[src/logic/cam_qspi_pkg.sv]
/* Shared widths, frame buffer sizes, QSPI command constants,
   status bit positions and the burst writer state encoding */
package cam_qspi_pkg;

	// --------------------
	// Data path widths
	localparam int unsigned data_w         = 32;  // Bus and buffer word
	localparam int unsigned byte_w         = 8;   // Camera byte
	localparam int unsigned bytes_per_word = 4;   // Bytes packed per word

	// --------------------
	// Frame buffer geometry
	localparam int unsigned bank_words = 512;                   // Words per bank
	localparam int unsigned bank_aw    = $clog2(bank_words);    // 9 bits
	localparam int unsigned fb_aw      = bank_aw + 1;           // Two banks, top bit is bank

	// --------------------
	// QSPI SRAM side
	localparam int unsigned burst_bytes     = 512;  // One Quad Write burst
	localparam int unsigned bursts_per_bank =
		bank_words * bytes_per_word / burst_bytes;   // 4 bursts drain a bank
	localparam int unsigned qspi_aw         = 24;   // SRAM byte address
	localparam int unsigned qspi_cmd_w      = 8;

	localparam logic [qspi_cmd_w-1:0] qpi_wr_cmd      = 8'h38;        // Quad Write
	localparam logic [qspi_aw-1:0]    qspi_start_addr = 24'h000004;   // First burst

	// --------------------
	// Host register fields
	localparam logic [1:0]  ctrl_stream_code = 2'b10;  // Low control bits, stream on
	localparam int unsigned sts_vsync_bit    = 8;
	localparam int unsigned sts_bank_bit     = 0;

	// Burst writer states
	typedef enum logic [2:0] {
		st_idle,       // Waiting for enable and a full bank
		st_cmd,        // Command bits on dat[0]
		st_addr,       // Six address nibbles
		st_data,       // 128 words, eight nibbles each
		st_desel,      // First ncs high cycle
		st_gap,        // Second ncs high cycle, next burst decision
		st_bank_wait   // Bank drained, wait for camera to move on
	} qspi_state_e;

endpackage

[src/logic/cam_pixel_packer.sv]
/* Camera byte packer, four gated bytes per word,
   with the wrapping frame buffer write address */
`timescale 1ns/1ns

module cam_pixel_packer (
	input  logic                               WBs_CLK_i,
	input  logic                               WBs_RST_i,
	input  logic                               cam_pix_stb_i,
	input  logic                               cam_href_i,
	input  logic                               cam_vsync_i,
	input  logic [cam_qspi_pkg::byte_w-1:0]    cam_dat_i,
	output logic                               wr_en_o,
	output logic [cam_qspi_pkg::fb_aw-1:0]     wr_addr_o,
	output logic [cam_qspi_pkg::data_w-1:0]    wr_data_o
);
	import cam_qspi_pkg::*;

	logic                              byte_ok;   // Byte accepted this edge
	logic                              last_byte; // Fourth byte of a word
	logic [$clog2(bytes_per_word)-1:0] phase_q;   // Bytes held so far
	logic [data_w-byte_w-1:0]          acc_q;     // First three bytes

	assign byte_ok   = cam_pix_stb_i & cam_href_i & cam_vsync_i;  // Line and frame gate
	assign last_byte = (phase_q == $clog2(bytes_per_word)'(bytes_per_word - 1));

	// --------------------
	// Control state
	always_ff @(posedge WBs_CLK_i or posedge WBs_RST_i) begin
		if (WBs_RST_i) begin
			phase_q   <= '0;
			wr_en_o   <= 1'b0;
			wr_addr_o <= '0;
		end else begin
			wr_en_o <= byte_ok & last_byte;   // One-cycle write pulse
			if (byte_ok) begin
				phase_q <= phase_q + 1'b1;    // Wraps after four, held over gaps
			end
			if (wr_en_o) begin
				wr_addr_o <= wr_addr_o + 1'b1;  // Modulo two banks
			end
		end
	end

	// Payload shift, first byte ends up on top
	always_ff @(posedge WBs_CLK_i) begin
		if (byte_ok) begin
			if (last_byte) begin
				wr_data_o <= {acc_q, cam_dat_i};
			end else begin
				acc_q <= {acc_q[data_w-2*byte_w-1:0], cam_dat_i};
			end
		end
	end

endmodule

[config.mk]
export PLATFORM = sky130hd
export DESIGN_NAME = cam_pixel_packer
export DESIGN_NICKNAME = d
export VERILOG_FILES = /design/src/logic/cam_qspi_pkg.sv /design/src/logic/cam_pixel_packer.sv
export SDC_FILE = /design/constraint.sdc
export NUM_CORES = 1
export LEC_CHECK = 0
export BUFFER_PORTS_ARGS = -buffer_cell sky130_fd_sc_hd__buf_2
export CAP_MARGIN = 10
export CORE_UTILIZATION = 55
export DETAILED_ROUTE_END_ITERATION = 7
export HOLD_SLACK_MARGIN = 0.1
export PLACE_DENSITY = 0.82
export SLEW_MARGIN = 0
export SYNTH_ARGS = -nofsm -noshare
export SYNTH_HDL_FRONTEND = slang
export SYNTH_SLANG_ARGS = --single-unit
[constraint.sdc]
create_clock -name WBs_CLK_i -period 5.7 [get_ports WBs_CLK_i]
set_input_delay 1.14 -clock WBs_CLK_i [delete_from_list [all_inputs] [get_ports WBs_CLK_i]]
set_output_delay 1.14 -clock WBs_CLK_i [all_outputs]
set_load 0.02 [all_outputs]
* Word-level counts from Yosys, hierarchy flattened
Index checks and enable logic that the tools add are counted.
** Storage, ports and cells
- Word-level logic and storage cells :: 14
- Input port bits :: 13
- Bits in registers :: 69
- Output and inout bits :: 43
** Operators by class
- Equal/unequal tests :: 1
- Add/sub/neg operators :: 2
- Reduce and logical (&&, ||, !) cells :: 2
- Bitwise logic cells :: 4
** Operators by type and width (number)
- $add 10x1->10 const B :: 1
- $reduce_and 2->1 :: 2
- $and 1x1->1 :: 3
- $add 2x1->2 const B :: 1
- $eq 2x2->1 const B :: 1
- $not 1->1 :: 1

* Depth between registers and ports, before layout
- Depth in word-level cells :: 3
- Mapped depth :: 4
- Depth with buffers taken out :: 4

* Least setup slack after synthesis
No wires, ideal clock.
- Kind :: in2reg
- Start point :: input port cam_vsync_i
- End point :: register wr_data_o[0] (netlist bit), enable pin
- Required time :: 5.278 ns
- Path buffers :: 0
- Slack :: 2.585 ns
- Setup time :: 0.422 ns
- Arrival time :: 2.692 ns
- Cell stages on the path :: 2
- Path through :: nand3_1 > nor2_1
** On the way
- Cells in the longest elaborated chain, start to end :: 2
** Ends and longest elaborated chain
- from (decl) :: RTL line cam_pixel_packer.sv:10 : input logic cam_vsync_i,
- $and 1x1->1 :: RTL line cam_pixel_packer.sv:23 : assign byte_ok = cam_pix_stb_i & cam_href_i & cam_vsync_i;
- $reduce_and 2->1 (no source line)
- to (signal assigned) :: RTL line cam_pixel_packer.sv:48 : wr_data_o <= {acc_q, cam_dat_i};
- to (decl) :: RTL line cam_pixel_packer.sv:14 : output logic [cam_qspi_pkg::data_w-1:0] wr_data_o
No other way between the ends.
A chain may end at the register's enable or synchronous reset.

* Final worst setup path
- Start point :: input port cam_vsync_i
- End point :: register acc_q[13], enable pin
** On the way
- Cells in the longest elaborated chain, start to end :: 2
** Ends and longest elaborated chain
- $and 1x1->1 :: RTL line cam_pixel_packer.sv:23
- $reduce_and 2->1 (no source line)
- to (signal assigned) :: RTL line cam_pixel_packer.sv:50 : acc_q <= {acc_q[data_w-2*byte_w-1:0], cam_dat_i};
- to (decl) :: RTL line cam_pixel_packer.sv:21 : logic [data_w-byte_w-1:0] acc_q;
No other way between the ends.

==> metrics <==
GRT Total Usage 17.1%; first-pass GRT wire length 5020 um; Seq cells post-synth 69; CORE AREA around 3800 sq um; proportion of netlist area held by the largest area contributor around three quarters; critical path peak fanout 24; initial antenna violation count 0; final setup fails 0; nets@finish 183; row cnt 22; first drt pass iteration count 4; Hold Buf Count CTS 0; area leader, netlist edfxtp_1; largest net degree at the start of global routing 34; hold_sp acc_q[23]; post-CTS setup buffer count 0; die area about 4400 sq um; unrepaired setup endpoints after global routing no; Vias between 1k and 1.5k; Area Overhead vs Synth 26.7%; I/O pin cnt 56; leakage power 1.16 nW; VDD IR max ~290 uV; worst hold endpoint wr_data_o[31]; storage element area 2010 sq um; most frequent cells in the layout edfxtp_1 (56), buf_2 (55), dfrtp_1 (13); Syn Inst Count 102; status finished clean; Setup Crit Path Kind primary input to flop; later-pin clock latency in the skew report 0.33 ns; DRT Wirelength 3160 um; Critical R2R Launch phase_q[0]; sequential fraction of the synthesis area 89.1%; detailed router's first-iteration violation count 37; synth top area cells edfxtp_1 (75%), dfrtp_1 (14%), xor2_1 (2.3%); f_max 415 MHz; number of library cell types mapped by synthesis 13; slowest cell on the critical path nor2_2; Mean Syn Cell Area 22.1 sq um; clk_skew 0.00444 ns; Syn Std Cell Area 2250 sq um; H-tree levels 3; Worst Path Arrival 2.36 ns; Final Hold Viols 0; Slew Viols, Final 0; DRC 0; Final HPWL DP 2130 um; diodes inserted 0; crit-path cells buf_2 -> nand3_1 -> nor2_2; layout cells sized above 1 43.4%; Port Buffers 55; Largest stage delay, worst path 0.92 ns; Die Wd 66.0 um; Max-Cap Viols 0; Max clock buf depth 2; drt wl/cell 14.3 um; Tmin final approximately 2.4 ns; HP Class flop to flop; CP Buf/Inv Count 1; Req. time, crit path 5.64 ns; vias in the first global route 1091; commonest non-fill, non-tap cell in the layout edfxtp_1; via/cell ratio 4.95; FF-to-FF setup slack 3.82 ns; clk slew on worst S/H paths 0.06 ns; Post-Route Setup TNS 0 ns; final cell count without fillers 221; Reg2Reg Depth 2; Tightest Pin Transition approximately 1.1 ns; area occupied by multi-input gates 248 sq um; critical path's top delay family simple AND/OR/NAND/NOR gates; CTS resizes 0; net count after synthesis 117; Pwr per Cell Area 421 nW/um^2; Root Driver clkbuf_8; Fillers 218; die height 66.0 um; synthesis warning total 0; CP startpoint kind primary input; Worst Setup End Kind flop; grt ovf 0; Worst slew margin 25.4%; Initial Utilization about three fifths; # placed instances 205; reg2reg end acc_q[13]; post-route ant nets 0; CTS tree done; clock sinks 69; gpl congestion 0.676; TritonCTS buffer count 9; worst hold path depth 0; Final Cycle Share 42.3%
## layer usage
metal | global-route usage (%) | routed length (um)
met1 | 19.6 | 1270
met4 | 13.6 | 96
met2 | 26.4 | 1600
met3 | 5.52 | 187
met5 | 0 | 0
## power by group
| group | total (mW) | switching [mW] | leakage, nW | internal, mW |
|---|---|---|---|---|
| Sequential | 0.613 | 0.0264 | 0.682 | 0.586 |
| Combinational | 0.0930 | 0.0595 | 0.355 | 0.0335 |
| Clock | 0.497 | 0.161 | 0.125 | 0.336 |
| Total | 1.20 | 0.247 | 1.16 | 0.955 |
## metrics by stage
step	util, %	hold slack [ns]	setup slack, ns	power (mW)	instance area [sq um]
after CTS	75.1	0.420	3.26	1.21	2850
after detailed placement	68.4	0.405	2.90	0.717	2600
after global placement	68.4	0.401	2.99	0.709	2600
after global routing	75.1	0.425	3.13	1.24	2850
final	75.1	0.420	3.29	1.20	2850
after floorplan	-	0.400	2.59	0.676	2250
## cell usage after synthesis
cell type / count
dfrtp_1: 13
edfxtp_1: 56
ha_1: 2
inv_1: 2
mux2_2: 2
nand2_1: 5
nand3_1: 1
nand4_1: 3
nand4_4: 1
nor2_1: 5
nor3_2: 2
xnor2_1: 4
xor2_1: 6
## how the worst max path moves through the flow
stage,from,end,slack (ns),cells after the start
floorplan,cam_vsync_i,wr_data_o[0],2.59,2
global placement,cam_vsync_i,acc_q[3],2.99,3
detailed placement,cam_vsync_i,acc_q[0],2.90,3
CTS,cam_vsync_i,acc_q[3],3.26,3
global route,cam_vsync_i,acc_q[3],3.13,3
finish,cam_vsync_i,acc_q[13],3.29,3
## sequential cells by signal, indices dropped and copies added (netlist names)
name,cells
wr_en_o,1
wr_data_o,32
phase_q,2
acc_q,24
wr_addr_o,10
## cell families (layout without fill, tap and decap cells)
| logic type | after synthesis | in the layout | synth area share, % |
|---|---|---|---|
| and+or+nand+nor | 17 | 17 | 4.56 |
| buffers and inverters | 2 | 73 | 0.333 |
| adders and majority gates | 2 | 2 | 1.11 |
| muxes | 2 | 2 | 1.00 |
| xor gates and xnor gates | 10 | 10 | 3.89 |
| DFF | 69 | 69 | 89.1 |
## layout make-up
cell class / instances / share of cell area [%]
clock buffers: 12 / 4.74
clock inverters: 4 / 4.21
inverters: 2 / 0.263
multi-input cells: 31 / 8.68
flip-flops and latches: 69 / 70.4
well taps: 48 / 2.11
repair buffers: 55 / 9.65
(Power assumes the default switching activity.)
