===== src/logic/cam_qspi_pkg.sv =====
/* Shared widths, frame buffer sizes, QSPI command constants,
   status bit positions and the burst writer state encoding */
package cam_qspi_pkg;

	// --------------------
	// Data path widths
	localparam int unsigned data_w         = 32;  // Bus and buffer word
	localparam int unsigned byte_w         = 8;   // Camera byte
	localparam int unsigned bytes_per_word = 4;   // Bytes packed per word

	// --------------------
	// Frame buffer geometry
	localparam int unsigned bank_words = 512;                   // Words per bank
	localparam int unsigned bank_aw    = $clog2(bank_words);    // 9 bits
	localparam int unsigned fb_aw      = bank_aw + 1;           // Two banks, top bit is bank

	// --------------------
	// QSPI SRAM side
	localparam int unsigned burst_bytes     = 512;  // One Quad Write burst
	localparam int unsigned bursts_per_bank =
		bank_words * bytes_per_word / burst_bytes;   // 4 bursts drain a bank
	localparam int unsigned qspi_aw         = 24;   // SRAM byte address
	localparam int unsigned qspi_cmd_w      = 8;

	localparam logic [qspi_cmd_w-1:0] qpi_wr_cmd      = 8'h38;        // Quad Write
	localparam logic [qspi_aw-1:0]    qspi_start_addr = 24'h000004;   // First burst

	// --------------------
	// Host register fields
	localparam logic [1:0]  ctrl_stream_code = 2'b10;  // Low control bits, stream on
	localparam int unsigned sts_vsync_bit    = 8;
	localparam int unsigned sts_bank_bit     = 0;

	// Burst writer states
	typedef enum logic [2:0] {
		st_idle,       // Waiting for enable and a full bank
		st_cmd,        // Command bits on dat[0]
		st_addr,       // Six address nibbles
		st_data,       // 128 words, eight nibbles each
		st_desel,      // First ncs high cycle
		st_gap,        // Second ncs high cycle, next burst decision
		st_bank_wait   // Bank drained, wait for camera to move on
	} qspi_state_e;

endpackage


===== src/logic/qspi_burst_writer.sv =====
/* Ping-pong bank streamer sending Quad Write bursts
   of command, address and data nibbles to a QSPI SRAM */
`timescale 1ns/1ns

module qspi_burst_writer (
	input  logic                               WBs_CLK_i,
	input  logic                               WBs_RST_i,
	input  logic                               stream_en_i,
	input  logic                               cam_bank_i,
	output logic [cam_qspi_pkg::fb_aw-1:0]     rd_addr_o,
	input  logic [cam_qspi_pkg::data_w-1:0]    rd_data_i,
	output logic                               quad_ncs_o,
	output logic [3:0]                         quad_dat_o
);
	import cam_qspi_pkg::*;

	qspi_state_e                                      state_q;
	logic [data_w-1:0]                                sh_q;        // Cmd, addr or data shifter
	logic [2:0]                                       cnt_q;       // Bit or nibble in phase
	logic [$clog2(burst_bytes/bytes_per_word)-1:0]    wcnt_q;      // Word in burst
	logic [$clog2(bursts_per_bank)-1:0]               bcnt_q;      // Burst in bank
	logic [qspi_aw-1:0]                               next_addr_q; // SRAM address of next burst
	logic                                             bank_ready;  // Camera left the read bank
	logic                                             burst_go;

	// Read bank is full once the camera writes the other one
	assign bank_ready = (cam_bank_i != rd_addr_o[fb_aw-1]);

	// --------------------
	// Burst start decision
	always_comb begin
		case (state_q)
			st_idle, st_bank_wait: burst_go = stream_en_i & bank_ready;
			st_gap:                burst_go = stream_en_i & (bcnt_q != '0);  // Bank not done
			default:               burst_go = 1'b0;
		endcase
	end

	always_ff @(posedge WBs_CLK_i or posedge WBs_RST_i) begin
		if (WBs_RST_i) begin
			state_q     <= st_idle;
			sh_q        <= '0;
			cnt_q       <= '0;
			wcnt_q      <= '0;
			bcnt_q      <= '0;
			next_addr_q <= qspi_start_addr;
			rd_addr_o   <= '0;
			quad_ncs_o  <= 1'b1;
			quad_dat_o  <= 4'h0;
		end else begin
			case (state_q)
				// --------------------
				// Waiting between bursts
				st_idle, st_gap, st_bank_wait: begin
					if (burst_go) begin
						quad_ncs_o <= 1'b0;                              // Select SRAM
						quad_dat_o <= {3'b000, qpi_wr_cmd[qspi_cmd_w-1]}; // Cmd MSB
						sh_q       <= {qpi_wr_cmd[qspi_cmd_w-2:0],
						               {(data_w-qspi_cmd_w+1){1'b0}}};
						cnt_q      <= '0;
						state_q    <= st_cmd;
					end else if (state_q == st_gap) begin
						// Drained bank or streaming switched off
						state_q <= (bcnt_q == '0) ? st_bank_wait : st_idle;
					end
				end

				// Serial command on dat[0]
				st_cmd: begin
					cnt_q <= cnt_q + 1'b1;
					if (cnt_q == 3'd7) begin
						quad_dat_o  <= next_addr_q[qspi_aw-1 -: 4];   // First addr nibble
						sh_q        <= {next_addr_q[qspi_aw-5:0],
						                {(data_w-qspi_aw+4){1'b0}}};
						next_addr_q <= next_addr_q + qspi_aw'(burst_bytes);  // 24-bit wrap
						cnt_q       <= '0;
						state_q     <= st_addr;
					end else begin
						quad_dat_o <= {3'b000, sh_q[data_w-1]};
						sh_q       <= {sh_q[data_w-2:0], 1'b0};
					end
				end

				st_addr: begin
					cnt_q <= cnt_q + 1'b1;
					if (cnt_q == 3'd5) begin
						quad_dat_o <= rd_data_i[data_w-1 -: 4];      // First word already read
						sh_q       <= {rd_data_i[data_w-5:0], 4'h0};
						cnt_q      <= '0;
						state_q    <= st_data;
					end else begin
						quad_dat_o <= sh_q[data_w-1 -: 4];
						sh_q       <= {sh_q[data_w-5:0], 4'h0};
					end
				end

				// --------------------
				// Data nibbles, MSB first
				st_data: begin
					cnt_q <= cnt_q + 1'b1;                   // Wraps per word
					if (cnt_q == 3'd5) begin
						rd_addr_o <= rd_addr_o + 1'b1;       // Prefetch, lands by nibble 7
					end
					if (cnt_q == 3'd7) begin
						wcnt_q <= wcnt_q + 1'b1;
						if (&wcnt_q) begin
							quad_ncs_o <= 1'b1;              // End of 512 bytes
							quad_dat_o <= 4'h0;
							bcnt_q     <= bcnt_q + 1'b1;     // Zero again after last burst
							state_q    <= st_desel;
						end else begin
							quad_dat_o <= rd_data_i[data_w-1 -: 4];
							sh_q       <= {rd_data_i[data_w-5:0], 4'h0};
						end
					end else begin
						quad_dat_o <= sh_q[data_w-1 -: 4];
						sh_q       <= {sh_q[data_w-5:0], 4'h0};
					end
				end

				st_desel: state_q <= st_gap;  // Keep ncs high two cycles

				default: begin
					quad_ncs_o <= 1'b1;
					state_q    <= st_idle;
				end
			endcase
		end
	end

endmodule


===== config.mk =====
export PLATFORM = sky130hd
export DESIGN_NAME = qspi_burst_writer
export DESIGN_NICKNAME = d
export VERILOG_FILES = /design/src/logic/cam_qspi_pkg.sv /design/src/logic/qspi_burst_writer.sv
export SDC_FILE = /design/constraint.sdc
export NUM_CORES = 1
export LEC_CHECK = 0
export ABC_AREA = 1
export ABC_CLOCK_PERIOD_IN_PS = 2620
export BUFFER_PORTS_ARGS = -buffer_cell sky130_fd_sc_hd__buf_2
export CAP_MARGIN = 40
export CORE_MARGIN = 1
export CORE_UTILIZATION = 35
export DETAILED_ROUTE_END_ITERATION = 8
export PLACE_DENSITY_LB_ADDON = 0.08
export SETUP_SLACK_MARGIN = 0.5
export SLEW_MARGIN = 15
export SYNTH_ARGS = -nofsm -noshare
export SYNTH_HDL_FRONTEND = slang
export SYNTH_SLANG_ARGS = --single-unit

===== constraint.sdc =====
create_clock -name WBs_CLK_i -period 2.62 [get_ports WBs_CLK_i]
set_input_delay 0.393 -clock WBs_CLK_i [delete_from_list [all_inputs] [get_ports WBs_CLK_i]]
set_output_delay 0.393 -clock WBs_CLK_i [all_outputs]
set_load 0.03 [all_outputs]

# Yosys cells after proc, flatten, opt, wreduce, memory -nomap -nowiden
# Cells that the tools add are included.
# W data, S select, Z words.
[totals]
reg_bits = 86
latch_bits = 0
ramBits = 0
rom_bits = 0
inputBits = 36
output_inout_bits = 15
wordCells = 78
n_memories = 0
[classes]
addsub = 5
n_mul = 0
div_mod_pow = 0
order_cmp = 0
n_eq_ne = 16
shifts = 0
muxes = 29
n_bitwise = 3
n_reduce_logical = 16
[op_table]
columns = ["operator", "n"]
rows = [
  ["$mux W32", 5],
  ["$pmux W32 S4", 1],
  ["$mux W3", 10],
  ["$add A24 B10 Y24 const B", 1],
  ["$mux W4", 5],
  ["$pmux W4 S4", 1],
  ["$eq A3 B3 Y1 const B", 5],
  ["$pmux W3 S5", 1],
  ["$pmux W3 S4", 1],
  ["$add A10 B1 Y10 const B", 1],
  ["$ne A2 B2 Y1 const B", 5],
  ["$reduce_and A9 Y1", 1],
  ["$reduce_and A2 Y1", 4],
  ["$add A7 B1 Y7 const B", 1],
  ["$reduce_and A7 Y1", 1],
  ["$eq A3 B2 Y1 const B", 2],
  ["$ne A3 B3 Y1 const B", 2],
  ["$reduce_or A3 Y1", 2],
  ["$reduce_and A5 Y1", 1],
  ["$reduce_and A4 Y1", 1],
  ["$reduce_bool A4 Y1", 1],
  ["$add A3 B1 Y3 const B", 1],
  ["$eq A3 B1 Y1 const B", 1],
  ["$logic_not A3 Y1", 1],
  ["11 further kinds", 14],
]

# Depth between registers and ports, before layout
[logic_depth]
word_depth = 5
depth_mapped = 13
depth_no_buf = 12

# Least setup slack after synthesis
# No wires, ideal clock.
[synth_timing]
path_kind = "register -> register"
startpoint = "register cnt_q[0]"
endpoint = "register sh_q[26]"
setup_time_ns = 0.123
arrival_ns = 1.706
required_ns = 2.497
setup_slack_ns = 0.791
stages_incl_launch_ff = 11
n_path_buf = 2
synth_period_minus_slack_ns = 1.829
path_cell_list = "dfrtp_1 > ha_1 > ha_1 > buf_2 > inv_2 > buf_2 > nand2_1 > o211ai_1 > o21ai_0 > o21ai_0 > nand2_1"
[synth_via]
elab_chain_len = 3
word_cells_on_any_way = 8
cone_classes = "eq/ne (3); mux (4); reduce/logical (1)"
[synth_lines]
columns = ["element", "line_no", "rtl"]
rows = [
  ["start, declared", "qspi_burst_writer.sv:19", "logic [2:0] cnt_q;"],
  ["start signal, assigned", "qspi_burst_writer.sv:70", "cnt_q <= cnt_q + 1'b1;"],
  ["start signal, assigned", "qspi_burst_writer.sv:85", "cnt_q <= cnt_q + 1'b1;"],
  ["start signal, assigned", "qspi_burst_writer.sv:100", "cnt_q <= cnt_q + 1'b1;"],
  ["$eq A3 B3 Y1 (on tied branches)", "qspi_burst_writer.sv:71, qspi_burst_writer.sv:104, qspi_burst_writer.sv:86", ""],
  ["$mux W32, or another cell as far along", "qspi_burst_writer.sv:104", "if (cnt_q == 3'd7) begin"],
  ["$pmux W32 S4 or $reduce_and A3 Y1 (tied branches)", "--", ""],
  ["end signal, assigned", "qspi_burst_writer.sv:58", "sh_q <= {qpi_wr_cmd[qspi_cmd_w-2:0],"],
  ["end signal, assigned", "qspi_burst_writer.sv:73", "sh_q <= {next_addr_q[qspi_aw-5:0],"],
  ["end signal, assigned", "qspi_burst_writer.sv:80", "sh_q <= {sh_q[data_w-2:0], 1'b0};"],
  ["end, declared", "qspi_burst_writer.sv:18", "logic [data_w-1:0] sh_q;"],
]
# Several ways; a longest one is shown, not always the timed one.
# A chain may end at the register's enable or synchronous reset.

# Final worst setup path
[layout_timing]
startpoint = "register cnt_q[0]"
endpoint = "register sh_q[27]"
# The elaborated chain is that of the path after synthesis.

==> metrics.md <==
| Metric | Value |
|---|---|
| Status | finished, violations left |
| Failing checks | design-rule violations |
| Seq cells post-synth | 73 |
| Post-synth top cells | nand2_1 (225), dfrtp_1 (72), nand3_1 (47), inv_1 (45), nor2_1 (29) |
| Max_slew headroom | 0.5462 |
| Synth async-reset ratio | 1.000 |
| DR vias | 3,740 |
| Worst-Skew Late Latency | 0.34 ns |
| Synth cell types | 32 |
| Overall routing resource usage | 0.1834 |
| Slew @ Worst Pin | 0.6793 ns |
| Syn Nets | 609 |
| Synth-to-Final Area Change | 17.20% |
| EDFF count, synth | 0 |
| CP required | 2.84 ns |
| Initial antenna violation count | 0 |
| Starting Density | 0.3649 |
| Clock power frac | 0.290 |
| Critical Path AT | 2.13 ns |
| VDD IR max | 336.9 uV |
| Switching share of power | 0.4095 |
| DRC violations left | 2 |
| Crit-path slowest cell | dfrtp_1 |
| Mapped Cells | 566 |
| Largest net degree at the start of global routing | 32 |
| ANT cells | 0 |
| CTS Buf Count | 9 |
| Worst hold slack | 0.1460 ns |
| PortBufs | 50 |
| Period utilisation layout | 0.7282 |
| Crit-path cells | ha_1 -> ha_4 -> inv_2 -> buf_4 -> nand2_1 -> o211ai_1 -> o21ai_0 -> o21ai_0 -> nand2_1 |
| Final wirelength | 10,450 um |
| Total clock sinks | 73 |
| Post-synth top area share | 0.4269 |
| XOR/XNOR Fraction of Synth Area | 0.05396 |
| Highest metal used | met4 |
| DRT met1 WL | 5342 um |
| Inst Count DP | 753 |
| Count leader, synth | nand2_1 |
| Simple-gate portion of the synthesized area | 0.3353 |
| RSZ-0062 raised after global routing | no |
| Chip width | 111.8 um |
| NetSw | 1.750 mW |
| CTS clk-pin slew, worst paths | 0.06 ns |
| Final Hold Viols | 0 |
| Post-route ant nets | 0 |
| Clock skew | 0.007623 ns |
| Max-Cap Viols | 0 |
| Post-DP HPWL | 7640 um |
| Routed vias/inst | 4.870 |
| FMAX | 524.1 MHz |
| Critical path launch point type | register |
| Full die area | 0.01250 mm^2 |
| Met2 WL | 4601 um |
| Global-route wire length before repair | 18,010 um |
| Worst hold-check path type | primary input to asynchronous set/reset pin |
| Final Net Count | 664 |
| RD Place Congestion | 0.8047 |
| Tmin final | 1.908 ns |
| Layout cells sized above 1 | 0.1632 |
| Worst path max stage delay | 0.41 ns |
| Mapped cell area | 0.004220 mm^2 |
| Num rows | 39 |
| Average wire per standard cell | 13.61 um |
| Setup TNS | 0 ns |
| Largest family of logic cells by synthesized area | simple AND/OR/NAND/NOR gates |
| Drt first pass iters | 7 |
| Post-synthesis compound-gate area fraction | 0.08568 |
| Seq/Total Area, Yosys | 0.4331 |
| 1st-iter DRT viols | 233 |
| Setup violations, final | 0 |
| Comb pwr share | 0.370 |
| Clk buf depth | 2 |
| Slew Limit Fails | 0 |
| Vias in the first global route | 3,585 |
| P_int | 2.523 mW |
| Synth Area per Inst | 7.456 um^2 |
| Synth area leader | dfrtp_1 |
| Mux cell area share after synthesis | 0 |
| Leak | 2.611 nW |
| Post-Layout Cell Count | 768 |
| Chip height | 111.8 um |
| PwrDens | 863.9 mW/mm^2 |
| WL met3 | 316 um |
| Synth Area in Adders | 0.02075 |
| Gr ovfl total | 0 |
| Cts hold-fix bufs | 0 |
| Synth top area cells | dfrtp_1 (43%), nand2_1 (20%), nand3_1 (5.6%), inv_1 (4.0%), o211ai_1 (3.4%) |
| CP Max Fanout | 27 |
| Post-CTS Setup Bufs | 0 |
| CTS tree | built |
| Ys Warns | 0 |
| Synth Flop Type | dfrtp_1 |
| Sequential Power Share | 0.340 |
| Clock root buffer | clkbuf_16 |
| H-tree depth | 3 |
| Core Area | 0.01156 mm^2 |
| CP Capture Type | register |
| # IOs | 51 |
| Setup Crit Path Kind | register to register |
## stage by stage
step,util,cell area [um^2],total power [mW],worst slack (ns)
after floorplan,-,4224,2.639,0.7908
after global placement,0.4004,4631,3.021,0.5699
after detailed placement,0.4004,4631,3.035,0.4846
after CTS,0.4263,4930,4.303,0.6174
after global routing,0.4277,4946,4.604,0.5260
final,0.4277,4946,4.273,0.7120
## cell usage in the layout (no fill, tap or decap), drive strengths merged
cell,Yosys,layout
nand2,232,232
dfrtp,72,72
nor3,6,6
inv,51,50
o211ai,19,19
bufinv,0,1
clkinv,1,3
or2,2,2
o21bai,1,1
ha,7,7
and3,1,1
buf,15,61
nor2,35,35
xnor2,10,10
a21oi,4,4
o21ai,30,30
clkinvlp,0,1
xor2,16,16
clkbuf,2,12
nand3,48,48
dfstp,1,1
nand4,9,9
a22oi,4,4
## repair_timing
item	CTS	global route
resized for setup	1	4
gates cloned	0	0
setup endpoints to repair	7	28
## area by class of cell
cell class / count / area (um^2)
Clock buffer: 12 / 256.5
Clock inverter: 3 / 40.04
Fill cell: 1196 / 6619
Inverter: 52 / 201.4
Multi-Input combinational cell: 424 / 2105
Sequential cell: 73 / 1828
Tap cell: 143 / 178.9
Timing Repair Buffer: 61 / 336.6
## worst max-delay path: cells and delay by family (launching register included)
family,cells,cell delay [ns]
buffers and inverters,2,0.36
AOI/OAI and AO/OA,3,0.40
DFF,1,0.41
and+or+nand+nor,2,0.18
adders and majority gates,2,0.46
## power by group through the flow
stage / registers (mW) / clock network, mW / logic (mW)
6_report: 1.45 / 1.24 / 1.58
5_1_grt: 1.48 / 1.33 / 1.80
4_1_cts: 1.45 / 1.28 / 1.57
3_5_place_dp: 1.46 / 0 / 1.57
3_3_place_gp: 1.46 / 0 / 1.56
2_1_floorplan: 1.48 / 0 / 1.16
## path summary, 6_finish.rpt
kind	endpoint	startpoint	depth (start not counted)	slack, ns
worst max register to register	sh_q[27]	cnt_q[0]	9	0.71
min in group WBs_CLK_i	quad_dat_o[1]	rd_data_i[29]	3	0.28
max in group asynchronous	wcnt_q[3]	WBs_RST_i	3	1.75
worst max-delay path	sh_q[27]	cnt_q[0]	9	0.71
worst min-delay path	next_addr_q[22]	WBs_RST_i	2	0.15
worst min register to register	quad_ncs_o	quad_ncs_o	2	0.49
## layer usage
metal / vias to the layer above / global-route usage
met5: - / 0
met4: 0 / 0.08108
met3: 12 / 0.03375
met2: 61 / 0.2791
met1: 1744 / 0.2540
li1: 1923 / -
## sequential cells by signal (all words and copies together) (netlist names)
| signal | count |
|---|---|
| bcnt_q | 2 |
| sh_q | 28 |
| quad_dat_o | 4 |
| rd_addr_o | 10 |
| quad_ncs_o | 1 |
| state_q | 3 |
| wcnt_q | 7 |
| cnt_q | 3 |
| next_addr_q | 15 |
## logic make-up after synthesis
| logic type | count (synthesis) |
|---|---|
| xor+xnor | 26 |
| simple gates | 333 |
| buf+inv | 69 |
| fa+ha+maj | 7 |
| compound gates | 58 |
| flops | 73 |
No activity file was read; power rests on OpenSTA's default activity.
