`src/logic/cam_qspi_pkg.sv`:
```
/* Shared widths, frame buffer sizes, QSPI command constants,
   status bit positions and the burst writer state encoding */
package cam_qspi_pkg;

	// --------------------
	// Data path widths
	localparam int unsigned data_w         = 32;  // Bus and buffer word
	localparam int unsigned byte_w         = 8;   // Camera byte
	localparam int unsigned bytes_per_word = 4;   // Bytes packed per word

	// --------------------
	// Frame buffer geometry
	localparam int unsigned bank_words = 512;                   // Words per bank
	localparam int unsigned bank_aw    = $clog2(bank_words);    // 9 bits
	localparam int unsigned fb_aw      = bank_aw + 1;           // Two banks, top bit is bank

	// --------------------
	// QSPI SRAM side
	localparam int unsigned burst_bytes     = 512;  // One Quad Write burst
	localparam int unsigned bursts_per_bank =
		bank_words * bytes_per_word / burst_bytes;   // 4 bursts drain a bank
	localparam int unsigned qspi_aw         = 24;   // SRAM byte address
	localparam int unsigned qspi_cmd_w      = 8;

	localparam logic [qspi_cmd_w-1:0] qpi_wr_cmd      = 8'h38;        // Quad Write
	localparam logic [qspi_aw-1:0]    qspi_start_addr = 24'h000004;   // First burst

	// --------------------
	// Host register fields
	localparam logic [1:0]  ctrl_stream_code = 2'b10;  // Low control bits, stream on
	localparam int unsigned sts_vsync_bit    = 8;
	localparam int unsigned sts_bank_bit     = 0;

	// Burst writer states
	typedef enum logic [2:0] {
		st_idle,       // Waiting for enable and a full bank
		st_cmd,        // Command bits on dat[0]
		st_addr,       // Six address nibbles
		st_data,       // 128 words, eight nibbles each
		st_desel,      // First ncs high cycle
		st_gap,        // Second ncs high cycle, next burst decision
		st_bank_wait   // Bank drained, wait for camera to move on
	} qspi_state_e;

endpackage

```
`src/logic/wb_ctrl_regs.sv`:
```
/* Host bus slave with single-cycle ack,
   control register and status readback */
`timescale 1ns/1ns

module wb_ctrl_regs (
	input  logic                               WBs_CLK_i,
	input  logic                               WBs_RST_i,
	input  logic                               wbs_cyc_i,
	input  logic                               wbs_stb_i,
	input  logic                               wbs_we_i,
	input  logic [cam_qspi_pkg::data_w-1:0]    wbs_dat_i,
	input  logic                               cam_vsync_i,
	input  logic                               cam_bank_i,
	output logic                               wbs_ack_o,
	output logic [cam_qspi_pkg::data_w-1:0]    wbs_dat_o,
	output logic                               stream_en_o
);
	import cam_qspi_pkg::*;

	logic                               ack_nxt;  // New access seen
	logic [$bits(ctrl_stream_code)-1:0] ctrl_q;   // Mode bits of the control word

	assign ack_nxt = wbs_cyc_i & wbs_stb_i & ~wbs_ack_o;  // Ack drops after one cycle

	always_ff @(posedge WBs_CLK_i or posedge WBs_RST_i) begin
		if (WBs_RST_i) begin
			wbs_ack_o <= 1'b0;
			ctrl_q    <= '0;   // Streaming off
		end else begin
			wbs_ack_o <= ack_nxt;
			if (ack_nxt & wbs_we_i) begin
				ctrl_q <= wbs_dat_i[$bits(ctrl_stream_code)-1:0];  // Capture with ack
			end
		end
	end

	assign stream_en_o = (ctrl_q == ctrl_stream_code);

	// --------------------
	// Status word, other bits zero
	always_comb begin
		wbs_dat_o                = '0;
		wbs_dat_o[sts_vsync_bit] = cam_vsync_i;
		wbs_dat_o[sts_bank_bit]  = cam_bank_i;   // Bank being filled
	end

endmodule

```
`config.mk`:
```
export PLATFORM = sky130hd
export DESIGN_NAME = wb_ctrl_regs
export DESIGN_NICKNAME = d
export VERILOG_FILES = /design/src/logic/cam_qspi_pkg.sv /design/src/logic/wb_ctrl_regs.sv
export SDC_FILE = /design/constraint.sdc
export NUM_CORES = 1
export LEC_CHECK = 0
export BUFFER_PORTS_ARGS = -buffer_cell sky130_fd_sc_hd__buf_2
export CAP_MARGIN = 20
export CORE_MARGIN = 2
export CORE_UTILIZATION = 22
export CTS_CLUSTER_DIAMETER = 200
export DETAILED_ROUTE_END_ITERATION = 10
export PLACE_DENSITY_LB_ADDON = 0.12
export SLEW_MARGIN = 20
export SYNTH_ARGS = -nofsm -noshare
export SYNTH_HDL_FRONTEND = slang
export SYNTH_SLANG_ARGS = --single-unit
```
`constraint.sdc`:
```
create_clock -name WBs_CLK_i -period 1 [get_ports WBs_CLK_i]
set_clock_uncertainty 0.05 [all_clocks]
set_input_delay 0.2 -clock WBs_CLK_i [delete_from_list [all_inputs] [get_ports WBs_CLK_i]]
set_output_delay 0.2 -clock WBs_CLK_i [all_outputs]
set_load 0.005 [all_outputs]
```
==> Word-level counts from Yosys, hierarchy flattened <==
Index checks and enable logic that the tools add are counted.
{ "classes": {"n_eq_ne": 1, "bitwise": 4} }
{ "op_table": {"columns": ["op", "count"], "rows": [
  ["AND 1 bit", 3],
  ["== test 2 bit, second input constant", 1],
  ["inverter 1 bit", 1]
]} }
{ "totals": {"register_bits": 3, "input_bits": 39, "out_inout_bits": 34, "elab_cells": 7} }

==> Depth between registers and ports, before layout <==
Gate-level depths: netlist of run 1.
{ "logic_depth": {"ltp_word": 3, "depth_mapped": 2, "depth_no_buf": 2} }

==> Worst setup path before layout of run 1 <==
Ideal clock, no wire load.
{ "synth_timing": {"path_kind": "flip-flop to flip-flop", "from": "reg wbs_ack_o", "to": "reg ctrl_q[0]", "setup_time_ns": 0.125, "t_arrival_ns": 0.861, "required_ns": 0.825, "slack_ns": -0.036, "path_stages_with_launch": 3, "path_buffers": 0, "synth_period_minus_slack_ns": 1.036, "path_cell_list": "dfrtp_1 nand4b_4 mux2_4"} }
{ "synth_via": {"elab_chain_len": 3} }
{ "synth_lines": {"columns": ["element", "line", "source"], "rows": [
  ["start: declaration", "wb_ctrl_regs.sv:14", "output logic wbs_ack_o,"],
  ["start signal: assignment", "wb_ctrl_regs.sv:30", "wbs_ack_o <= ack_nxt;"],
  ["inverter 1 bit", "wb_ctrl_regs.sv:23", "assign ack_nxt = wbs_cyc_i & wbs_stb_i & ~wbs_ack_o;"],
  ["AND 1 bit", "wb_ctrl_regs.sv:23", null],
  ["AND 1 bit", "wb_ctrl_regs.sv:31", "if (ack_nxt & wbs_we_i) begin"],
  ["end signal: assignment", "wb_ctrl_regs.sv:32", "ctrl_q <= wbs_dat_i[$bits(ctrl_stream_code)-1:0];"],
  ["end: declaration", "wb_ctrl_regs.sv:21", "logic [$bits(ctrl_stream_code)-1:0] ctrl_q;"]
]} }
Every way passes these cells.
A chain may end at the register's enable or synchronous reset.

==> Worst setup path in the final report of run 1 <==
{ "layout_timing": {"from": "reg ctrl_q[1]", "to": "out stream_en_o"} }
{ "layout_via": {"elab_chain_len": 1} }
{ "layout_lines": {"columns": ["element", "line", "source"], "rows": [
  ["== test 2 bit", "wb_ctrl_regs.sv:37", "assign stream_en_o = (ctrl_q == ctrl_stream_code);"],
  ["end: declaration", "wb_ctrl_regs.sv:16", "output logic stream_en_o"]
]} }
Every way passes these cells.

==> reports/results.ini, run 1 <==
[job]
cap_violations=0

[critical_path]
required_ps=750
critPathMaxFanout=2
reg2reg_setup_slack_ps=-60
startpoint=ctrl_q[1]
endpoint=stream_en_o
reg2reg_depth=2
endpoint_kind=output port
critical_path.startpoint_type=flop
r2r_start=wbs_ack_o
crit_type=reg2out
reg2reg_to=ctrl_q[1]
crit_arrival_ps=840

[finish]
num_antenna_cells=0
layout-drive-gt1-share_pct=26.4
final_nets=93
stdcell_count=70
area_delta_synth_final_pct=-8.65

[grt]
grt_overflow=0
grt_pass1_vias=128
globalRouteTotalUtil_pct=4.17
grt_pass1_wl_microns=524
grt_antenna_before_repair=0
grt_max_degree=4

[yosys]
synth_flop_cell=dfrtp_1
yosys.cell_types.count=9
synth_area_per_cell_sq_um=9.08
netlist_area_sq_um=390
yosysTopAreaCell=buf_4
yosys.area.top_type_share_pct=61.5
yosys_warnings=0
ys_ff_latch=3
ys_top_cells_by_count=buf_4 (32), dfrtp_1 (3), mux2_4 (2)
async_flop_share_pct=100
synth.yosys.seq_area_share_pct=19.2
syn-instance-count=43
ys_top_cells_by_area=buf_4 (62%), dfrtp_1 (19%), mux2_4 (7.7%)
yosysMostFrequentCell=buf_4
synth-edff-count=0

[clock_network]
htreeDepth=1
clk_pin_slew_ps=40
clock_path_buffers=2
cts-buffers-inserted=3
cts_tree=done
cts.sinks=3
clock_tree.root_cell=clkbuf_4
clkLatencyLatePin_ps=230

[timing]
slew_violations=0
rsz0062_at_grt=yes
hold_ws_ps=147
period_minus_slack_ps=1090
hold_viol_final=0
setup-violations-final=4
fin_crit_sh_pct=109
maxClockFrequency_mhz=916
tns_ps=-204
setup_slack_ps=-91.5

[status]
outcome=complete, but fails checks
violations=negative setup slack

[placement]
placement.io_buffers=8
gp_congestion=0.555
place_inst=65

[drt]
routed_wl_microns=390
drc=0
drt_iter0_markers=1
vias=181
firstDrtPassIters=2
via_per_inst=2.59
drt-wirelength-per-cell_microns=5.57
ant_nets=0

[floorplanning]
start_util_pct=23.1
io_pins=73
core_area_sq_um=1690
die-height_microns=46.1
die_area_sq_um=2130
die_x_microns=46.1
rows=15

[worst_hold_path]
holdPathStages=2
hold_path.class=in2reg

[power]
ir_drop_mv=0.431
leakagePower_uw=0.000233
pwr_density_cell_nw_per_um2=1300

[registers in the layout, summed over array words and instances (netlist names)]
register / cells
ctrl_q: 2
wbs_ack_o: 1
[critical path, stage by stage, from the launching register on]
cell	delay, ps
dfrtp_1	370
nor2b_1	130
buf_2	120
[final cells by class]
class / instances / area, sq um
timing repair buffer: 9 / 50.0
fill: 190 / 1330
sequential: 3 / 75.1
multi-input combinational: 36 / 180
inverter: 1 / 3.75
clock buffer: 4 / 26.3
tap: 17 / 21.3
[routing by layer]
metal | track usage [%] | vias up | share of wire [%]
met5 | 0 | - | 0
met4 | 7.43 | 0 | 0
met3 | 2.35 | 0 | 19
met2 | 3.61 | 23 | 43
met1 | 4.73 | 70 | 37
li1 | - | 88 | -
[placed cells by master (no fill, tap or decap), drive strengths merged]
cell | synthesis | routed
buf | 32 | 8
clkbuf | 0 | 4
conb | 1 | 30
dfrtp | 3 | 3
dlygate4sd3 | 0 | 1
inv | 1 | 1
mux2 | 2 | 2
nand2 | 1 | 1
nand4b | 1 | 1
nor2 | 1 | 1
nor2b | 1 | 1
[how the worst min path moves through the flow]
stage	from	slack (ps)	end
after floorplan	WBs_RST_i	-100	ctrl_q[0]
after global placement	WBs_RST_i	30	wbs_ack_o
after detailed placement	WBs_RST_i	30	ctrl_q[0]
after CTS	wbs_dat_i[0]	140	ctrl_q[0]
after global routing	wbs_dat_i[0]	150	ctrl_q[0]
final	wbs_dat_i[0]	150	ctrl_q[0]
[report_power, final]
| part | switching (uW) | internal [uW] | total [uW] |
|---|---|---|---|
| registers | 10.7 | 142 | 153 |
| clock network | 62.9 | 150 | 212 |
| logic | 49.2 | 50.1 | 99.4 |
[metrics by stage]
step | utilization (%) | worst slack [ps] | total power [uW] | instance area (sq um)
floorplan | - | -36.3 | 310 | 499
global placement | 19.0 | -56.2 | 252 | 320
detailed placement | 19.0 | -59.1 | 250 | 320
CTS | 21.1 | -114 | 478 | 357
global route | 21.1 | -133 | 496 | 357
finish | 21.1 | -91.5 | 464 | 357
[logic make-up after synthesis]
group                  after synthesis  share of synthesized area, %
multiplexers                         2                          7.69
flip-flops                           3                          19.2
buffers and inverters               33                          62.5
other                                1                         0.961
AND/OR/NAND/NOR                      4                          9.61
[what timing repair did]
action,in CTS,in global routing
setup endpoints to repair,4,4
endpoints found under the hold margin,3,0
setup buffers,0,0
resized for setup,0,0
hold buffers,1,0
No activity file was read; power rests on OpenSTA's default activity.
==> run 2: changes to the inputs <==
- CORE_UTILIZATION: 22 -> 27
- clock period: 1 -> 1.3 ns (I/O delays scaled with it)
==> reports/results.ini, run 2 (same netlist as run 1, synthesis figures left out) <==
[placement]
place_inst=63  ; -3.1%
placement.io_buffers=8  ; unchanged
hpwl_microns=363
gp_congestion=0.530  ; -4.6%
pre_cts_ws_ps=244  ; +303 ps

[critical_path]
endpoint_kind=output port
crit_arrival_ps=830  ; about the same
critPathSlowestCell=dfrtp_1
critPathMaxFanout=2  ; unchanged
crit_type=reg2out
critical_path.startpoint_type=flop
max_stage_delay_ps=360  ; about the same
required_ps=990  ; +240 ps
crit_chain=nor2b_1 -> buf_2

[floorplanning]
start_util_pct=29.3  ; +6.2 points
die_x_microns=42.0  ; -8.9%
die-height_microns=42.0  ; -8.9%
io_pins=73  ; unchanged
die_area_sq_um=1770  ; -17%
rows=13  ; -2
core_area_sq_um=1330  ; -21%

[power]
p_clk_share_pct=45.2  ; -0.5 points
seqPwrFrac_pct=33.0  ; about the same
p_comb_share_pct=21.7  ; +0.3 points
switching_share_pct=25.7  ; -0.75 points
power_uw=353  ; -24%
leakagePower_uw=0.000233  ; unchanged
ir_drop_mv=0.401  ; -7.1%
internal_power_uw=263  ; -23%
p_switching_uw=90.8  ; -26%
pwr_density_cell_nw_per_um2=998  ; -23%

[grt]
grt_pass1_vias=144  ; +13%
globalRouteTotalUtil_pct=4.62  ; +0.46 points
grt_pass1_wl_microns=558  ; +6.5%
grt_overflow=0  ; unchanged
grt_antenna_before_repair=0  ; unchanged
grt_max_degree=4  ; unchanged

[clock_network]
postCtsHoldBufs=1  ; unchanged
htreeDepth=1  ; unchanged
clock_path_buffers=2  ; unchanged
postCtsResizedCells=0  ; unchanged
clock_tree.root_cell=clkbuf_4
cts-buffers-inserted=3  ; unchanged
cts_setup_buffers=0  ; unchanged
clk_pin_slew_ps=40  ; about the same
cts.sinks=3  ; unchanged
clkLatencyLatePin_ps=230  ; about the same
cts_tree=done

[finish]
top_register=ctrl_q
top_regs=ctrl_q x2, wbs_ack_o x1
area_delta_synth_final_pct=-9.29
mostFrequentLayoutCells=conb_1 (30), buf_2 (8), clkbuf_4 (3), dfrtp_1 (3), mux2_4 (2)
stdcell_count=68  ; -2.9%
final_nets=93  ; unchanged
layout_commonest_cell=conb_1
postLayoutCoreUtil_pct=26.5  ; +5.4 points
layout-drive-gt1-share_pct=26.4  ; unchanged
largest_reg_flops=2  ; unchanged
num_antenna_cells=0  ; unchanged

[drt]
routed_wl_microns=415  ; +6.4%
via_per_inst=2.90  ; +12%
drt-wirelength-per-cell_microns=6.10  ; +9.5%
ant_nets=0  ; unchanged
drt_iter0_markers=0  ; -1
vias=197  ; +8.8%
firstDrtPassIters=1  ; -1
drc=0  ; unchanged

[timing]
setup_slack_ps=156  ; +248 ps
hold_viol_final=0  ; unchanged
slew_violations=0  ; unchanged
setup-violations-final=0  ; -4
fin_crit_sh_pct=88.0
maxClockFrequency_mhz=874
tns_ps=0  ; +204 ps
rsz0062_at_grt=no
period_minus_slack_ps=1140

[job]
cap_violations=0  ; unchanged

[status]
outcome=finished clean

[worst_hold_path]
hold_path.class=in2reg

-- run 2: cell counts in the layout (fill, tap and decap cells not counted) --
Identical to the previous run, type by type.
-- run 2: critical path: cells and delay by family, from the launching register on --
family	cells	cell delay, ps
flip-flops	1	360
AND/OR/NAND/NOR	1	120
buffers and inverters	1	120
-- run 2: power groups by stage --
stage	clock, uW	sequential (uW)	combinational (uW)
5_1_grt	185	121	85.8
3_3_place_gp	0	119	72.8
3_5_place_dp	0	118	73.5
4_1_cts	167	117	76.0
6_report	160	117	76.8
2_1_floorplan	0	116	122
-- run 2: final timing paths --
kind / slack (ps) / cells past startpoint / endpoint / start
max in group asynchronous: 670 / 3 / ctrl_q[0] / WBs_RST_i
worst min-delay path: 210 / 2 / ctrl_q[1] / wbs_dat_i[1]
worst max-delay path: 160 / 2 / stream_en_o / ctrl_q[1]
min in group asynchronous: 400 / 3 / wbs_ack_o / WBs_RST_i
worst min register to register: 400 / 1 / wbs_ack_o / wbs_ack_o
worst max register to register: 250 / 2 / ctrl_q[0] / wbs_ack_o
-- run 2: metrics by stage --
step	cell area [sq um]	hold WS, ps
floorplan	499	-36.4
finish	354	214
global route	354	198
CTS	354	205
detailed placement	318	81.9
global placement	318	86.4
-- run 2: routing by layer --
layer / wire (microns) / track usage [%]
met1: 100 / 3.39
met2: 244 / 8.44
met3: 69 / 1.29
met4: 0 / 5.63
met5: 0 / 0
-- run 2: area by class of cell --
| type | count | area (sq um) |
|---|---|---|
| Multi-Input combinational cell | 36 | 180 |
| Clock buffer | 4 | 26.3 |
| Fill cell | 151 | 980 |
| Timing Repair Buffer | 9 | 50.0 |
| Inverter | 1 | 3.75 |
| Sequential cell | 3 | 75.1 |
| Tap cell | 15 | 18.8 |
==> run 3: changes to the inputs <==
- REMOVE_ABC_BUFFERS: not set -> 1
==> reports/results.ini, run 3 (same netlist as run 1, synthesis figures left out) <==
[critical_path]
startpoint=ctrl_q[1]
crit_chain=nor2b_1 -> buf_2
reg2reg_depth=2  ; unchanged
crit_type=reg2out
critPathMaxFanout=2  ; unchanged
required_ps=990  ; about the same
crit_arrival_ps=830  ; about the same
max_stage_delay_ps=360  ; about the same
r2r_start=wbs_ack_o
critPathSlowestCell=dfrtp_1
critical_path.startpoint_type=flop
endpoint_kind=output port

[worst_hold_path]
holdPathStages=2  ; unchanged
hold_path.class=in2reg
worstHoldStart=wbs_dat_i[0]

[drt]
via_per_inst=2.82  ; -2.5%
drt_iter0_markers=1  ; +1
vias=192  ; -2.5%
drt-wirelength-per-cell_microns=6.75  ; +11%
firstDrtPassIters=2  ; +1
ant_nets=0  ; unchanged
routed_wl_microns=459  ; +11%
drc=0  ; unchanged

[timing]
rsz0062_at_grt=no
hold_viol_final=0  ; unchanged
setup_slack_ps=155  ; -0.586 ps
tns_ps=0  ; unchanged
fin_crit_sh_pct=88.0  ; about the same
setup-violations-final=0  ; unchanged
slew_violations=0  ; unchanged
period_minus_slack_ps=1140  ; +0.586 ps
maxClockFrequency_mhz=874  ; about the same

[power]
ir_drop_mv=0.197  ; -51%
p_comb_share_pct=22.0  ; +0.3 points
power_uw=356  ; +0.72%
internal_power_uw=263  ; about the same
switching_share_pct=26.2  ; +0.50 points
p_switching_uw=93.2  ; +2.7%
leakagePower_uw=0.000233  ; unchanged
pwr_density_cell_nw_per_um2=1010  ; +0.72%
seqPwrFrac_pct=32.5  ; -0.5 points
p_clk_share_pct=45.5  ; +0.3 points

[finish]
mostFrequentLayoutCells=conb_1 (30), buf_2 (8), clkbuf_4 (3), dfrtp_1 (3), mux2_4 (2)
top_register=ctrl_q
top_regs=ctrl_q x2, wbs_ack_o x1
layout-drive-gt1-share_pct=26.4  ; unchanged
largest_reg_flops=2  ; unchanged
area_delta_synth_final_pct=-9.29  ; unchanged
num_antenna_cells=0  ; unchanged
stdcell_count=68  ; unchanged
final_nets=93  ; unchanged
layout_commonest_cell=conb_1

[clock_network]
postCtsResizedCells=0  ; unchanged
cts-buffers-inserted=3  ; unchanged
cts.sinks=3  ; unchanged
clock_tree.root_cell=clkbuf_4
clock_path_buffers=2  ; unchanged
cts_tree=done
htreeDepth=1  ; unchanged
cts_setup_buffers=0  ; unchanged
clk_pin_slew_ps=40  ; about the same
postCtsHoldBufs=1  ; unchanged
clkLatencyLatePin_ps=230  ; about the same

[floorplanning]
die-height_microns=42.0  ; unchanged
die_x_microns=42.0  ; unchanged
die_area_sq_um=1770  ; unchanged
rows=13  ; unchanged
start_util_pct=29.3  ; unchanged
core_area_sq_um=1330  ; unchanged
io_pins=73  ; unchanged

[placement]
place_inst=63  ; unchanged
gp_congestion=0.518  ; -2.2%
placement.io_buffers=8  ; unchanged
hpwl_microns=399  ; +9.8%
pre_cts_ws_ps=249  ; +5.13 ps

[grt]
grt_antenna_before_repair=0  ; unchanged
grt_max_degree=4  ; unchanged
grt_pass1_wl_microns=607  ; +8.8%
globalRouteTotalUtil_pct=5.33  ; +0.71 points
grt_pass1_vias=161  ; +12%
grt_overflow=0  ; unchanged

[job]
cap_violations=0  ; unchanged

[status]
outcome=finished clean

run 3: cell counts in the layout (fill, tap and decap cells not counted):
No cell type changed its count.
run 3: final cells by class:
| class | count | area (sq um) |
|---|---|---|
| Fill cell | 159 | 980 |
| Multi-Input combinational cell | 36 | 180 |
| Sequential cell | 3 | 75.1 |
| Timing Repair Buffer | 9 | 50.0 |
| Clock buffer | 4 | 26.3 |
| Tap cell | 15 | 18.8 |
| Inverter | 1 | 3.75 |
run 3: power groups by stage:
| stage | Clock [uW] | Sequential, uW | Combinational, uW |
|---|---|---|---|
| floorplan | 0 | 116 | 51.5 |
| global placement | 0 | 117 | 75.8 |
| detailed placement | 0 | 117 | 75.0 |
| CTS | 171 | 116 | 78.1 |
| global route | 174 | 119 | 88.4 |
| finish | 162 | 116 | 78.3 |
run 3: critical path: cells and delay by family (launching register included):
family,cells,cell delay (ps)
simple gates,1,130
buf+inv,1,120
flops,1,360
run 3: path summary, 6_finish.rpt:
check                           slack [ps]     endpoint
worst max-delay path                   160  stream_en_o
worst max register to register         250    ctrl_q[0]
worst min register to register         390    wbs_ack_o
max in group asynchronous              690    ctrl_q[0]
worst min-delay path                   220    ctrl_q[0]
min in group asynchronous              380    wbs_ack_o
run 3: per-layer routing:
metal | up-vias | share of wire [%] | global-route usage [%]
met5 | - | 0 | 0
met4 | 0 | 0 | 7.50
met3 | 0 | 27 | 5.60
met2 | 24 | 49 | 6.56
met1 | 80 | 24 | 3.66
li1 | 88 | - | -
run 3: through the flow:
step                      hold WS, ps  util, %  cell area (sq um)
after floorplan                 -36.4        -                259
after global placement           82.9     23.8                318
after detailed placement         82.1     23.8                318
after CTS                         209     26.5                354
after global routing              215     26.5                354
final                             216     26.5                354
